$ cat src/include/frogger_config.svh
`ifndef FROGGER_CONFIG_SVH
`define FROGGER_CONFIG_SVH

// 640x480 at 60 Hz with a 25 MHz pixel clock
`define H_ACTIVE 640
`define H_FRONT 16
`define H_SYNC 96
`define H_BACK 48
`define V_ACTIVE 480
`define V_FRONT 10
`define V_SYNC 2
`define V_BACK 33

// Playfield grid
`define TILE 32
`define GRID_COLS 20
`define GRID_ROWS 15
`define FROG_HOME_COL 10
`define FROG_HOME_ROW 14

// Traffic
`define SCREEN_WRAP 608
`define NUM_CARS 3
`define CAR0_X 100
`define CAR1_X 0
`define CAR2_X 400
`define CAR_TICK_DEFAULT 166667
`define SPEED_STEP 8333

`define DEBOUNCE_DEFAULT 250000

// RRGGBB
`define COLOR_GRASS 6'b00_10_00
`define COLOR_ROAD 6'b01_01_01
`define COLOR_FROG 6'b10_11_00
`define COLOR_CAR 6'b11_00_00

`define SCORE_MAX 99

`endif
$ cat src/design/frogger_pkg.sv
`include "frogger_config.svh"

package frogger_pkg;

    typedef logic [9:0] pix_t;
    typedef logic [4:0] col_t;
    typedef logic [3:0] row_t;
    typedef logic [5:0] rgb_t;
    // Segments a..g, low lights the segment
    typedef logic [6:0] seg_t;
    typedef logic [6:0] score_t;
    typedef logic [31:0] tick_t;

    typedef struct packed {
        logic up;
        logic left;
        logic right;
        logic down;
    } buttons_t;

    typedef struct packed {
        col_t col;
        row_t row;
    } frog_t;

    typedef struct packed {
        pix_t x;
        row_t row;
    } car_t;

    typedef car_t [`NUM_CARS-1:0] cars_t;

    typedef struct packed {
        pix_t x;
        pix_t y;
        logic video_on;
    } scan_t;

endpackage

$ cat src/design/frogger_top.sv
`timescale 1ns/1ps
`include "frogger_config.svh"

module frogger_top #(
    parameter int CAR_TICK = `CAR_TICK_DEFAULT,
    parameter int DEBOUNCE_CYCLES = `DEBOUNCE_DEFAULT
) (
    input  logic                   i_CLK,
    input  logic                   i_rst,
    input  frogger_pkg::buttons_t  i_buttons,
    output logic                   o_hsync,
    output logic                   o_vsync,
    output frogger_pkg::rgb_t      o_rgb,
    output frogger_pkg::seg_t      o_seg_tens,
    output frogger_pkg::seg_t      o_seg_ones
);

    frogger_pkg::scan_t scan;
    frogger_pkg::buttons_t press;
    frogger_pkg::frog_t frog;
    frogger_pkg::score_t score;
    frogger_pkg::cars_t cars;
    logic clear;
    logic win;
    logic collide;

    vga_timing u_vga_timing (
        .i_CLK   (i_CLK),
        .i_rst   (i_rst),
        .o_scan  (scan),
        .o_hsync (o_hsync),
        .o_vsync (o_vsync)
    );

    button_press #(
        .DEBOUNCE_CYCLES (DEBOUNCE_CYCLES)
    ) u_button_press (
        .i_CLK     (i_CLK),
        .i_rst     (i_rst),
        .i_buttons (i_buttons),
        .o_press   (press),
        .o_clear   (clear)
    );

    frog_control u_frog_control (
        .i_CLK     (i_CLK),
        .i_rst     (i_rst),
        .i_press   (press),
        .i_clear   (clear),
        .i_collide (collide),
        .o_frog    (frog),
        .o_score   (score),
        .o_win     (win)
    );

    traffic #(
        .CAR_TICK (CAR_TICK)
    ) u_traffic (
        .i_CLK     (i_CLK),
        .i_rst     (i_rst),
        .i_frog    (frog),
        .i_win     (win),
        .i_clear   (clear),
        .i_score   (score),
        .o_cars    (cars),
        .o_collide (collide)
    );

    score_display u_score_display (
        .i_CLK      (i_CLK),
        .i_rst      (i_rst),
        .i_score    (score),
        .o_seg_tens (o_seg_tens),
        .o_seg_ones (o_seg_ones)
    );

    pixel_render u_pixel_render (
        .i_CLK  (i_CLK),
        .i_rst  (i_rst),
        .i_scan (scan),
        .i_frog (frog),
        .i_cars (cars),
        .o_rgb  (o_rgb)
    );

endmodule

$ cat src/design/pixel_render.sv
`timescale 1ns/1ps
`include "frogger_config.svh"

module pixel_render (
    input  logic                i_CLK,
    input  logic                i_rst,
    input  frogger_pkg::scan_t  i_scan,
    input  frogger_pkg::frog_t  i_frog,
    input  frogger_pkg::cars_t  i_cars,
    output frogger_pkg::rgb_t   o_rgb
);

    logic [4:0] tile_col;
    logic [4:0] tile_row;
    logic frog_hit;
    logic car_hit;
    logic grass_row;

    // Tile coordinates of the current pixel
    assign tile_col = i_scan.x[9:5];
    assign tile_row = i_scan.y[9:5];

    assign frog_hit = (tile_col == i_frog.col) && (tile_row == {1'b0, i_frog.row});

    always_comb begin
        car_hit = 1'b0;
        for (int i = 0; i < `NUM_CARS; i++) begin
            if (tile_row == {1'b0, i_cars[i].row} &&
                i_scan.x >= i_cars[i].x &&
                i_scan.x < i_cars[i].x + 10'(`TILE)) begin
                car_hit = 1'b1;
            end
        end
    end

    // Safe strips at both ends and the median
    assign grass_row = (tile_row == 5'd0) || (tile_row == 5'd7) ||
                       (tile_row == 5'd8) || (tile_row == 5'd14);

    always_ff @(posedge i_CLK) begin
        if (i_rst) begin
            o_rgb <= '0;
        end else if (!i_scan.video_on) begin
            o_rgb <= '0;
        end else if (frog_hit) begin
            o_rgb <= `COLOR_FROG;
        end else if (car_hit) begin
            o_rgb <= `COLOR_CAR;
        end else if (grass_row) begin
            o_rgb <= `COLOR_GRASS;
        end else begin
            o_rgb <= `COLOR_ROAD;
        end
    end

endmodule

$ cat src/design/score_display.sv
`timescale 1ns/1ps

module score_display (
    input  logic                 i_CLK,
    input  logic                 i_rst,
    input  frogger_pkg::score_t  i_score,
    output frogger_pkg::seg_t    o_seg_tens,
    output frogger_pkg::seg_t    o_seg_ones
);

    function automatic frogger_pkg::seg_t seg_code(input logic [3:0] digit);
        case (digit)
            4'd0:    seg_code = 7'b0000001;
            4'd1:    seg_code = 7'b1001111;
            4'd2:    seg_code = 7'b0010010;
            4'd3:    seg_code = 7'b0000110;
            4'd4:    seg_code = 7'b1001100;
            4'd5:    seg_code = 7'b0100100;
            4'd6:    seg_code = 7'b0100000;
            4'd7:    seg_code = 7'b0001111;
            4'd8:    seg_code = 7'b0000000;
            4'd9:    seg_code = 7'b0000100;
            default: seg_code = 7'b1111111;
        endcase
    endfunction

    always_ff @(posedge i_CLK) begin
        if (i_rst) begin
            o_seg_tens <= seg_code(4'd0);
            o_seg_ones <= seg_code(4'd0);
        end else begin
            o_seg_tens <= seg_code(4'(i_score / 7'd10));
            o_seg_ones <= seg_code(4'(i_score % 7'd10));
        end
    end

endmodule

$ cat src/design/traffic.sv
`timescale 1ns/1ps
`include "frogger_config.svh"

module traffic #(
    parameter int CAR_TICK = `CAR_TICK_DEFAULT
) (
    input  logic                 i_CLK,
    input  logic                 i_rst,
    input  frogger_pkg::frog_t   i_frog,
    input  logic                 i_win,
    input  logic                 i_clear,
    input  frogger_pkg::score_t  i_score,
    output frogger_pkg::cars_t   o_cars,
    output logic                 o_collide
);

    frogger_pkg::tick_t period;
    frogger_pkg::tick_t tick_count;
    frogger_pkg::score_t prev_score;
    frogger_pkg::row_t lane_row [`NUM_CARS];
    frogger_pkg::pix_t frog_left;
    frogger_pkg::pix_t frog_right;
    logic step;
    logic hit;

    assign step = (tick_count >= period);

    // Score has already counted this win
    assign prev_score = (i_score == '0) ? 7'(`SCORE_MAX) : i_score - 7'd1;

    // Lanes follow the frog up the screen
    always_comb begin
        case (i_frog.row)
            4'd12, 4'd13, 4'd14: lane_row = '{4'd11, 4'd12, 4'd13};
            4'd11:               lane_row = '{4'd11, 4'd12, 4'd10};
            4'd8, 4'd9, 4'd10:   lane_row = '{4'd11, 4'd9, 4'd10};
            4'd5, 4'd6, 4'd7:    lane_row = '{4'd4, 4'd5, 4'd6};
            4'd4:                lane_row = '{4'd4, 4'd5, 4'd3};
            4'd3:                lane_row = '{4'd4, 4'd2, 4'd3};
            default:             lane_row = '{4'd1, 4'd2, 4'd3};
        endcase
    end

    assign frog_left = 10'(i_frog.col * `TILE);
    assign frog_right = frog_left + 10'(`TILE);

    always_comb begin
        hit = 1'b0;
        for (int i = 0; i < `NUM_CARS; i++) begin
            if (i_frog.row == o_cars[i].row &&
                ((frog_left >= o_cars[i].x && frog_left <= o_cars[i].x + 10'(`TILE)) ||
                 (frog_right >= o_cars[i].x && frog_right <= o_cars[i].x + 10'(`TILE)))) begin
                hit = 1'b1;
            end
        end
    end

    always_ff @(posedge i_CLK) begin
        if (i_rst) begin
            tick_count <= '0;
            period <= 32'(CAR_TICK);
            o_collide <= 1'b0;
            o_cars[0] <= '{x: 10'(`CAR0_X), row: 4'd11};
            o_cars[1] <= '{x: 10'(`CAR1_X), row: 4'd12};
            o_cars[2] <= '{x: 10'(`CAR2_X), row: 4'd13};
        end else begin
            // One pulse per overlap
            o_collide <= hit && !o_collide;
            if (step) begin
                tick_count <= '0;
                for (int i = 0; i < `NUM_CARS; i++) begin
                    o_cars[i].row <= lane_row[i];
                    // Odd cars drive left
                    if (i % 2 == 1) begin
                        o_cars[i].x <= (o_cars[i].x == '0) ?
                            10'(`SCREEN_WRAP) : o_cars[i].x - 10'd1;
                    end else begin
                        o_cars[i].x <= (o_cars[i].x == 10'(`SCREEN_WRAP)) ?
                            '0 : o_cars[i].x + 10'd1;
                    end
                end
            end else begin
                tick_count <= tick_count + 32'd1;
            end
            if (i_clear || o_collide) begin
                period <= 32'(CAR_TICK);
            end else if (i_win && prev_score % 7'd3 == 7'd0 &&
                         period > 32'(`SPEED_STEP)) begin
                period <= period - 32'(`SPEED_STEP);
            end
        end
    end

endmodule

$ cat src/design/frog_control.sv
`timescale 1ns/1ps
`include "frogger_config.svh"

module frog_control (
    input  logic                   i_CLK,
    input  logic                   i_rst,
    input  frogger_pkg::buttons_t  i_press,
    input  logic                   i_clear,
    input  logic                   i_collide,
    output frogger_pkg::frog_t     o_frog,
    output frogger_pkg::score_t    o_score,
    output logic                   o_win
);

    localparam frogger_pkg::frog_t HOME = '{
        col: 5'(`FROG_HOME_COL),
        row: 4'(`FROG_HOME_ROW)
    };

    always_ff @(posedge i_CLK) begin
        if (i_rst) begin
            o_frog <= HOME;
            o_score <= '0;
            o_win <= 1'b0;
        end else begin
            o_win <= 1'b0;
            if (i_clear || i_collide) begin
                o_frog <= HOME;
                o_score <= '0;
            end else if (i_press.up && o_frog.row == 4'd0) begin
                // Made it across
                o_frog <= HOME;
                o_win <= 1'b1;
                if (o_score == 7'(`SCORE_MAX)) begin
                    o_score <= '0;
                end else begin
                    o_score <= o_score + 7'd1;
                end
            end else begin
                if (i_press.up && o_frog.row != 4'd0) begin
                    o_frog.row <= o_frog.row - 4'd1;
                end
                if (i_press.down && o_frog.row != 4'(`GRID_ROWS - 1)) begin
                    o_frog.row <= o_frog.row + 4'd1;
                end
                if (i_press.left && o_frog.col != 5'd0) begin
                    o_frog.col <= o_frog.col - 5'd1;
                end
                if (i_press.right && o_frog.col != 5'(`GRID_COLS - 1)) begin
                    o_frog.col <= o_frog.col + 5'd1;
                end
            end
        end
    end

endmodule

$ cat src/design/button_press.sv
`timescale 1ns/1ps
`include "frogger_config.svh"

module button_press #(
    parameter int DEBOUNCE_CYCLES = `DEBOUNCE_DEFAULT
) (
    input  logic                   i_CLK,
    input  logic                   i_rst,
    input  frogger_pkg::buttons_t  i_buttons,
    output frogger_pkg::buttons_t  o_press,
    output logic                   o_clear
);

    localparam int CNT_W = $clog2(DEBOUNCE_CYCLES + 1);

    logic [3:0] sync_q1;
    logic [3:0] sync_q2;
    logic [CNT_W-1:0] count [4];
    frogger_pkg::buttons_t stable;
    frogger_pkg::buttons_t stable_d;

    always_ff @(posedge i_CLK) begin
        if (i_rst) begin
            sync_q1 <= '1;
            sync_q2 <= '1;
            stable <= '1;
            stable_d <= '1;
            for (int i = 0; i < 4; i++) begin
                count[i] <= '0;
            end
        end else begin
            sync_q1 <= i_buttons;
            sync_q2 <= sync_q1;
            stable_d <= stable;
            for (int i = 0; i < 4; i++) begin
                if (sync_q2[i] == stable[i]) begin
                    count[i] <= '0;
                end else if (count[i] == CNT_W'(DEBOUNCE_CYCLES - 1)) begin
                    // Level held long enough, accept it
                    count[i] <= '0;
                    stable[i] <= sync_q2[i];
                end else begin
                    count[i] <= count[i] + 1'b1;
                end
            end
        end
    end

    // Falling edge of the debounced level is a press
    assign o_press = stable_d & ~stable;
    assign o_clear = (stable == '0) && (stable_d != '0);

endmodule

$ cat src/design/vga_timing.sv
`timescale 1ns/1ps
`include "frogger_config.svh"

module vga_timing (
    input  logic                i_CLK,
    input  logic                i_rst,
    output frogger_pkg::scan_t  o_scan,
    output logic                o_hsync,
    output logic                o_vsync
);

    localparam int H_TOTAL = `H_ACTIVE + `H_FRONT + `H_SYNC + `H_BACK;
    localparam int V_TOTAL = `V_ACTIVE + `V_FRONT + `V_SYNC + `V_BACK;
    localparam int H_SYNC_START = `H_ACTIVE + `H_FRONT;
    localparam int V_SYNC_START = `V_ACTIVE + `V_FRONT;

    frogger_pkg::pix_t h_count;
    frogger_pkg::pix_t v_count;

    always_ff @(posedge i_CLK) begin
        if (i_rst) begin
            h_count <= '0;
            v_count <= '0;
        end else if (h_count == 10'(H_TOTAL - 1)) begin
            h_count <= '0;
            if (v_count == 10'(V_TOTAL - 1)) begin
                v_count <= '0;
            end else begin
                v_count <= v_count + 10'd1;
            end
        end else begin
            h_count <= h_count + 10'd1;
        end
    end

    // Sync pulses are active low
    assign o_hsync = !(h_count >= 10'(H_SYNC_START) && h_count < 10'(H_SYNC_START + `H_SYNC));
    assign o_vsync = !(v_count >= 10'(V_SYNC_START) && v_count < 10'(V_SYNC_START + `V_SYNC));

    assign o_scan.x = h_count;
    assign o_scan.y = v_count;
    assign o_scan.video_on = (h_count < 10'(`H_ACTIVE)) && (v_count < 10'(`V_ACTIVE));

endmodule

$ cat config.mk
export PLATFORM = sky130hd
export DESIGN_NAME = frogger_top
export DESIGN_NICKNAME = d
export VERILOG_FILES = /design/src/design/frogger_pkg.sv /design/src/design/frogger_top.sv /design/src/design/pixel_render.sv /design/src/design/score_display.sv /design/src/design/traffic.sv /design/src/design/frog_control.sv /design/src/design/button_press.sv /design/src/design/vga_timing.sv
export VERILOG_INCLUDE_DIRS = /design/src /design/src/include
export SDC_FILE = /design/constraint.sdc
export NUM_CORES = 1
export LEC_CHECK = 0
export BUFFER_PORTS_ARGS = -buffer_cell sky130_fd_sc_hd__buf_2
export CAP_MARGIN = 20
export CORE_MARGIN = 2
export CORE_UTILIZATION = 50
export CTS_CLUSTER_SIZE = 16
export DETAILED_ROUTE_END_ITERATION = 6
export PLACE_DENSITY = 0.75
export SLEW_MARGIN = 5
export SYNTH_ARGS = -nofsm -noshare
export SYNTH_HDL_FRONTEND = slang
export SYNTH_SLANG_ARGS = --single-unit
$ cat constraint.sdc
create_clock -name i_CLK -period 5.9 [get_ports i_CLK]
set_clock_uncertainty 0.15 [all_clocks]
set_input_delay 0.885 -clock i_CLK [delete_from_list [all_inputs] [get_ports i_CLK]]
set_output_delay 0.885 -clock i_CLK [all_outputs]
set_load 0.02 [all_outputs]
==> summary.md, run 1 <==
| Metric | Value |
|---|---|
| CP max FO | `21` |
| LEAKAGE | `around 7.2 nW` |
| Final critical-path setup slack | `0.3578 ns` |
| Final Net Count | `~2200` |
| Worst slew margin | `0.3266` |
| Adder-cell share of the synthesized area | `0.1386` |
| P per Cell Area | `205.2 mW/mm^2` |
| DIE AREA | `about 0.034 mm^2` |
| Starting Density | `0.5066` |
| Register area share after synthesis | `0.3449` |
| Grt total ovfl | `0` |
| Count of final hold-check violations | `0` |
| Layout cells sized above 1 | `0.06003` |
| Vias/cell | `~5.6` |
| Post-synthesis async set-or-reset flop share | `0` |
| Worst-case clock buffer depth | `3` |
| Resized cells post-CTS | `0` |
| Setup TNS | `0 ns` |
| Clock slew at reported path FFs | `approximately 0.06 ns` |
| Compound-Gate Fraction of Synth Area | `0.1285` |
| Largest net degree at the start of global routing | `39` |
| Max-cap violations | `0` |
| Dominant synthesized flop cell | `dfxtp_1` |
| Mapped Area | `between 0.015 and 0.02 mm^2` |
| TritonCTS clock tree | `yes` |
| CTS root buf | `clkbuf_16` |
| Initial antenna violation count | `0` |
| CP Class | `flip-flop to flip-flop` |
| Post-CTS Setup Bufs | `0` |
| Synthesized instance count | `~1900` |
| Crit path DAT | `5.86 ns` |
| Gpl congestion | `0.8842` |
| Fin crit share | `0.9394` |
| H-tree level count | `1` |
| Status | `completed` |
| Switch share | `0.2204` |
| Synth-to-layout area growth | `10.38%` |
| Synthesis-stage register bit count | `between 200 and 250` |
| IO Count | `28` |
| Vias | `approximately 14000` |
| Fin. max-slew vios | `0` |
| Clock buffer count from CTS | `28` |
| Critical Path Max Stage Delay | `between 0.5 and 0.6 ns` |
| Drt drc | `0` |
| Setup violators final | `0` |
| Drt total wl | `roughly 36 mm` |
| # port buffers | `26` |
| Iter 0 DRT Violations | `roughly 890` |
| Critical Path End Type | `flip-flop` |
| Psw | `about 0.8 mW` |
| Critical Path Start Type | `flip-flop` |
| Post-DP HPWL | `25.59 mm` |
| Clk sink count | `~250` |
| RSZ-0062 raised after global routing | `false` |
| Slowest CP cell | `ha_1` |
| Post-Synth Simple-Gate Area | `0.2338` |
| First-pass GRT wire length | `60.68 mm` |
| Vias in the first global route | `approximately 13000` |
| GRT Total Usage | `0.2093` |
| Sequential power share | `0.484` |
| Worst hold path class | `flip-flop to flip-flop` |
| Placed Cells | `roughly 2400` |
| Buffers plus inverters on the worst setup path | `4` |
| Core Area | `about 0.033 mm^2` |
| Worst path required time | `a little over 6 ns` |
| Fillers | `~2900` |
| Worst slew pin tran | `1.008 ns` |
| Mapped Avg Cell Area | `8.616 um^2` |
| Logic pwr share | `0.027` |
| Number of library cell types mapped by synthesis | `78` |
| VDD IR-drop max | `approximately 250 uV` |
| Clk network pwr share | `0.489` |
| Die W | `~190 um` |
| Hold buffers post-CTS | `0` |
| Die Y | `between 150 and 200 um` |
| Power Internal | `2.911 mW` |
| Max Fclk | `0.1804 GHz` |
| Final Non-Filler Cells | `approximately 2400` |
| Routed WL per cell | `~15 um` |
| Synth warnings | `0` |
| CP Cell Sequence | `inv_1 > ha_1 > xor2_1 > a22o_1 > a221o_1 > a222oi_1 > buf_4 > o21ai_0 > a31oi_1 > inv_1 > ha_1 > a221o_1 > nor2_1 > mux2i_1 > a211oi_1 > o211ai_1 > buf_4 > or2_1 > or4_1 > a21oi_1` |
| Post-DRT Antenna Nets | `0` |
| Number of flops mapped to enable cells by yosys | `just over 70` |
| N_diodes | `0` |
| Crit-path leading delay family | `compound AO/OA/AOI/OAI gates` |
| Clock period minus worst slack | `5.542 ns` |
| Clk Latency, worst-skew pair | `0.57 ns` |
| Setup WS pre-CTS | `approximately 0.44 ns` |
| Largest family of logic cells by synthesized area | `simple AND/OR/NAND/NOR gates` |
| 1st-pass router iterations | `6` |
| Row count | `between 60 and 70` |
| Proportion of synthesized area in mux cells | `0.01427` |
| Synth Area in XOR/XNOR | `0.09617` |
[stage by stage]
stage | utilization | hold slack [ns] | total power, mW | cell area [um^2]
after CTS | 0.5592 | 0.2656 | 3.766 | 18190
after detailed placement | 0.5293 | 0.2473 | 1.944 | 17220
after global placement | 0.5293 | 0.2453 | 1.940 | 17220
after global routing | 0.5592 | 0.2698 | 3.855 | 18190
after floorplan | - | 0.2395 | 1.916 | 16750
final | 0.5592 | 0.2621 | 3.733 | 18190
[sequential cells by signal (all words and copies together) (netlist names), 5 cells and up]
signal                      count
u_frog_control.o_frog           9
u_traffic.period               32
u_traffic.tick_count           32
u_score_display.o_seg_tens      7
u_traffic.o_cars               39
u_pixel_render.o_rgb            5
u_button_press.count           72
u_frog_control.o_score          7
u_vga_timing.v_count           10
u_score_display.o_seg_ones      7
u_vga_timing.h_count           10
[power by group through the flow]
stage | registers [mW] | clock network (mW) | logic, mW
2_1_floorplan | 1.84 | 0 | 0.0781
3_3_place_gp | 1.84 | 0 | 0.0956
3_5_place_dp | 1.85 | 0 | 0.0985
4_1_cts | 1.81 | 1.86 | 0.0996
5_1_grt | 1.81 | 1.93 | 0.116
6_report | 1.81 | 1.82 | 0.101
[cell families after synthesis]
logic type | Yosys count
AO/OA/AOI/OAI | 333
XOR/XNOR | 181
adder cells (fa/ha/maj) | 182
buffers and inverters | 183
flip-flops | 248
multiplexers | 23
other | 2
AND/OR/NAND/NOR | 761
[area by class of cell]
class                      count  area, um^2  area share
timing repair buffer          39       227.7     0.01252
inverter                     107       401.6     0.02208
clock buffer                  38       768.2     0.04223
tap                          442       553.0     0.03040
clock inverter                14       203.9     0.01121
sequential                   248        5685      0.3125
multi-input combinational   1553       10350      0.5691
[cells in the final DEF (no fill, tap or decap), drive strengths merged, types with 6 or more instances in the layout]
cell	n
nor2b	20
nor2	239
conb	73
and3	31
ha	181
o21ai	77
nand2b	30
or2	18
nand3	95
nand3b	8
or4	11
a31oi	14
a221oi	6
nor4	29
edfxtp	72
clkbuf	38
nor4b	9
nand2	112
inv	107
a311oi	10
a21oi	109
and4	14
dfxtp	176
xnor2	104
or3	34
xor2	77
o21a	17
clkinv	9
nor3	46
mux2i	19
o211ai	8
or4b	7
o31ai	12
nand4	44
a211oi	7
a21o	21
buf	39
[path summary, 6_finish.rpt]
| path | slack [ns] | end | start | depth (start not counted) |
|---|---|---|---|---|
| setup / recovery | 0.36 | u_traffic.period[5]$_SDFFE_PP0P_ | u_frog_control.o_score[0]$_SDFFE_PP0P_ | 20 |
| hold / removal | 0.26 | u_button_press.sync_q2[1]$_SDFF_PP1_ | u_button_press.sync_q1[1]$_SDFF_PP1_ | 1 |
| setup reg to reg | 0.36 | u_traffic.period[5]$_SDFFE_PP0P_ | u_frog_control.o_score[0]$_SDFFE_PP0P_ | 20 |
| hold reg to reg | 0.26 | u_button_press.sync_q2[1]$_SDFF_PP1_ | u_button_press.sync_q1[1]$_SDFF_PP1_ | 1 |
[routing by layer]
metal / vias to the layer above / share of wire / global-route usage
met5: - / 0 / 0
met4: 0 / 0.032 / 0.06520
met3: 90 / 0.045 / 0.02641
met2: 342 / 0.45 / 0.3551
met1: 6366 / 0.47 / 0.2774
li1: 6866 / - / -
[worst register-to-register path, stage by stage (launching register included)]
cell and delay (ns):
dfxtp_1 0.31, inv_1 0.21, ha_1 0.59, xor2_1 0.18, a22o_1 0.22, a221o_1 0.40, a222oi_1 0.36, buf_4 0.22
o21ai_0 0.11, a31oi_1 0.23, inv_1 0.07, ha_1 0.27, a221o_1 0.34, nor2_1 0.12, mux2i_1 0.09, a211oi_1 0.24
o211ai_1 0.12, buf_4 0.23, or2_1 0.37, or4_1 0.50, a21oi_1 0.14
[synth_stat cells, types with 11 or more instances]
library cell | instances | area (um^2)
or4_1 | 11 | 82.58
nor2_1 | 239 | 897.1
nand2b_1 | 30 | 187.7
inv_1 | 107 | 401.6
nor2b_1 | 20 | 125.1
dfxtp_1 | 176 | 3523
nand3_1 | 95 | 475.5
o21ai_0 | 75 | 375.4
nand4_1 | 44 | 275.3
mux2i_1 | 19 | 190.2
and3_1 | 31 | 193.9
nand2_1 | 112 | 420.4
nor3_1 | 46 | 230.2
and4_1 | 14 | 122.6
edfxtp_1 | 72 | 2162
or2_2 | 17 | 106.4
xor2_1 | 77 | 674.4
a31oi_1 | 14 | 87.58
xnor2_1 | 104 | 910.9
a21oi_1 | 108 | 540.5
o31ai_1 | 11 | 82.58
ha_1 | 181 | 2265
nor4_1 | 28 | 175.2
o21a_1 | 17 | 127.6
clkbuf_1 | 57 | 214.0
a21o_1 | 21 | 157.7
or3_1 | 33 | 206.5
No activity file was read; power rests on OpenSTA's default activity.
==> inputs of run 2 (changes only) <==
--- a/config.mk
+++ b/config.mk
@@ -10,6 +10,7 @@
 export CAP_MARGIN = 20
 export CORE_MARGIN = 2
 export CORE_UTILIZATION = 50
+export CTS_BUF_LIST = sky130_fd_sc_hd__clkbuf_16
 export CTS_CLUSTER_SIZE = 16
 export DETAILED_ROUTE_END_ITERATION = 6
 export PLACE_DENSITY = 0.75
==> summary.md, run 2 (synthesized netlist as in run 1, its figures left out) <==
| Metric | Value |
|---|---|
| Status | `completed (unchanged)` |
| Placed Cells | `2389 (unchanged)` |
| GRT Total Usage | `0.2091 (was 0.2093)` |
| Setup violators final | `0 (unchanged)` |
| Hold buffers post-CTS | `0 (unchanged)` |
| Critical Path End Type | `flip-flop (unchanged)` |
| Die Y | `185.6 um (unchanged)` |
| Iter 0 DRT Violations | `864 (was 892)` |
| R2r startpoint | `u_frog_control.o_score[0]$_SDFFE_PP0P_ (unchanged)` |
| Post-DRT Antenna Nets | `0 (unchanged)` |
| Layout cells sized above 1 | `0.05853 (was 0.06003)` |
| CTS root buf | `clkbuf_16 (unchanged)` |
| CP max FO | `21 (unchanged)` |
| Row count | `66 (unchanged)` |
| Gpl congestion | `0.8842 (unchanged)` |
| Setup TNS | `0 ns (unchanged)` |
| Drt total wl | `35.86 mm (was 35.94 mm)` |
| Critical Path Start Type | `flip-flop (unchanged)` |
| Count of final hold-check violations | `0 (unchanged)` |
| Post-CTS Setup Bufs | `0 (unchanged)` |
| Resized cells post-CTS | `0 (unchanged)` |
| Vias in the first global route | `13012 (was 13021)` |
| Fin. max-slew vios | `0 (unchanged)` |
| CP Class | `flip-flop to flip-flop (unchanged)` |
| Initial antenna violation count | `0 (unchanged)` |
| Worst path required time | `6.21 ns (was 6.22 ns)` |
| Drt drc | `0 (unchanged)` |
| Starting Density | `0.5066 (unchanged)` |
| Psw | `0.8231 mW (was 0.8228 mW)` |
| P per Cell Area | `202.7 mW/mm^2 (was 205.2 mW/mm^2)` |
| Largest net degree at the start of global routing | `39 (unchanged)` |
| Grt total ovfl | `0 (unchanged)` |
| Die W | `185.6 um (unchanged)` |
| Vias | `13677 (was 13664)` |
| N_diodes | `0 (unchanged)` |
| Fin crit share | `0.9364 (was 0.9394)` |
| Final Net Count | `2165 (unchanged)` |
| Synth-to-layout area growth | `10.19% (was 10.38%)` |
| TritonCTS clock tree | `yes (unchanged)` |
| Power Internal | `2.859 mW (was 2.911 mW)` |
| Post-DP HPWL | `25.59 mm (unchanged)` |
| IO Count | `28 (unchanged)` |
| Clk network pwr share | `0.482 (was 0.489)` |
| DIE AREA | `0.03443 mm^2 (unchanged)` |
| Max FFs per register | `72 (unchanged)` |
| Clk sink count | `248 (unchanged)` |
| Setup WS pre-CTS | `0.4388 ns (unchanged)` |
| HP Start | `u_button_press.sync_q1[1]$_SDFF_PP1_ (unchanged)` |
| First-pass GRT wire length | `60.64 mm (was 60.68 mm)` |
| Largest Register | `u_button_press.count (unchanged)` |
| Logic pwr share | `0.027 (about the same)` |
| Clock slew at reported path FFs | `0.06 ns (about the same)` |
| Worst hold path class | `flip-flop to flip-flop (unchanged)` |
| CP startpoint | `u_frog_control.o_score[0]$_SDFFE_PP0P_ (unchanged)` |
| Worst slew pin tran | `1.005 ns (was 1.008 ns)` |
| Switch share | `0.2235 (was 0.2204)` |
| Most frequent cells in the layout | `nor2_1 (238), ha_1 (181), dfxtp_1 (176), inv_1 (114), nand2_1 (112) (was nor2_1 (238), ha_1 (181), dfxtp_1 (176), nand2_1 (112), a21oi_1 (108))` |
| Max-cap violations | `0 (unchanged)` |
| Vias/cell | `5.603 (was 5.598)` |
| Sequential power share | `0.491 (was 0.484)` |
| 1st-pass router iterations | `7 (was 6)` |
| Crit path DAT | `5.84 ns (was 5.86 ns)` |
| RSZ-0062 raised after global routing | `false (unchanged)` |
| Clock buffer count from CTS | `28 (unchanged)` |
| Final Non-Filler Cells | `2441 (unchanged)` |
| Clk Latency, worst-skew pair | `0.57 ns (about the same)` |
| LEAKAGE | `7.237 nW (was 7.224 nW)` |
| H-tree level count | `1 (unchanged)` |
| Commonest non-fill, non-tap cell in the layout | `nor2_1 (unchanged)` |
| Clock period minus worst slack | `5.525 ns (was 5.542 ns)` |
| Regs by FF count | `u_button_press.count (72), u_traffic.o_cars (39) (unchanged)` |
| Core Area | `0.03254 mm^2 (unchanged)` |
| Routed WL per cell | `14.69 um (was 14.72 um)` |
| # port buffers | `26 (unchanged)` |
| Worst-case clock buffer depth | `3 (unchanged)` |
| Final critical-path setup slack | `0.3752 ns (was 0.3578 ns)` |
| VDD IR-drop max | `250.8 uV (was 250.9 uV)` |
| Max Fclk | `0.1810 GHz (was 0.1804 GHz)` |
| Worst slew margin | `0.3282 (was 0.3266)` |
run 2: per-layer routing:
| metal | track usage | vias to the layer above | part of all wire | wire length (um) |
|---|---|---|---|---|
| met5 | 0 | - | 0 | 0 |
| met4 | 0.06520 | 0 | 0.031 | 1105 |
| met3 | 0.02641 | 87 | 0.045 | 1631 |
| met2 | 0.3549 | 347 | 0.45 | 16220 |
| met1 | 0.2772 | 6371 | 0.47 | 16900 |
| li1 | - | 6872 | - | - |
run 2: final timing paths:
kind | endpoint | slack (ns) | cells past startpoint
setup / recovery | u_traffic.period[5]$_SDFFE_PP0P_ | 0.38 | 20
hold / removal | u_button_press.sync_q2[1]$_SDFF_PP1_ | 0.26 | 1
setup reg to reg | u_traffic.period[5]$_SDFFE_PP0P_ | 0.38 | 20
hold reg to reg | u_button_press.sync_q2[1]$_SDFF_PP1_ | 0.26 | 1
run 2: area by class of cell:
type	count	area, um^2
repair buffers	39	227.7
multi-input cells	1553	10350
inverters	107	401.6
clock inverters	24	241.5
clock buffers	28	700.7
flip-flops and latches	248	5685
well taps	442	553.0
fillers	2930	14370
run 2: critical path, cell delays in order (launching register included):
cell	delay [ns]
dfxtp_1	0.31
inv_1	0.21
ha_1	0.58
xor2_1	0.18
a22o_1	0.22
a221o_1	0.39
a222oi_1	0.36
buf_4	0.22
o21ai_0	0.10
a31oi_1	0.23
inv_1	0.07
ha_1	0.27
a221o_1	0.34
nor2_1	0.12
mux2i_1	0.09
a211oi_1	0.24
o211ai_1	0.12
buf_4	0.22
or2_1	0.37
or4_1	0.50
a21oi_1	0.14
run 2: power groups by stage:
stage | Sequential, mW | Combinational, mW | Clock [mW]
after floorplan | 1.84 | 0.0781 | 0
after global placement | 1.84 | 0.0956 | 0
after detailed placement | 1.85 | 0.0985 | 0
after CTS | 1.81 | 0.0996 | 1.81
after global routing | 1.81 | 0.116 | 1.88
final | 1.81 | 0.101 | 1.77
run 2: per-stage QoR:
stage          utilization  cell area [um^2]  hold WS [ns]  total power, mW
4_1_cts             0.5583             18160        0.2659            3.713
3_3_place_gp        0.5293             17220        0.2453            1.940
3_5_place_dp        0.5293             17220        0.2473            1.944
2_1_floorplan            -             16750        0.2395            1.916
6_report            0.5583             18160        0.2614            3.682
5_1_grt             0.5583             18160        0.2696            3.803
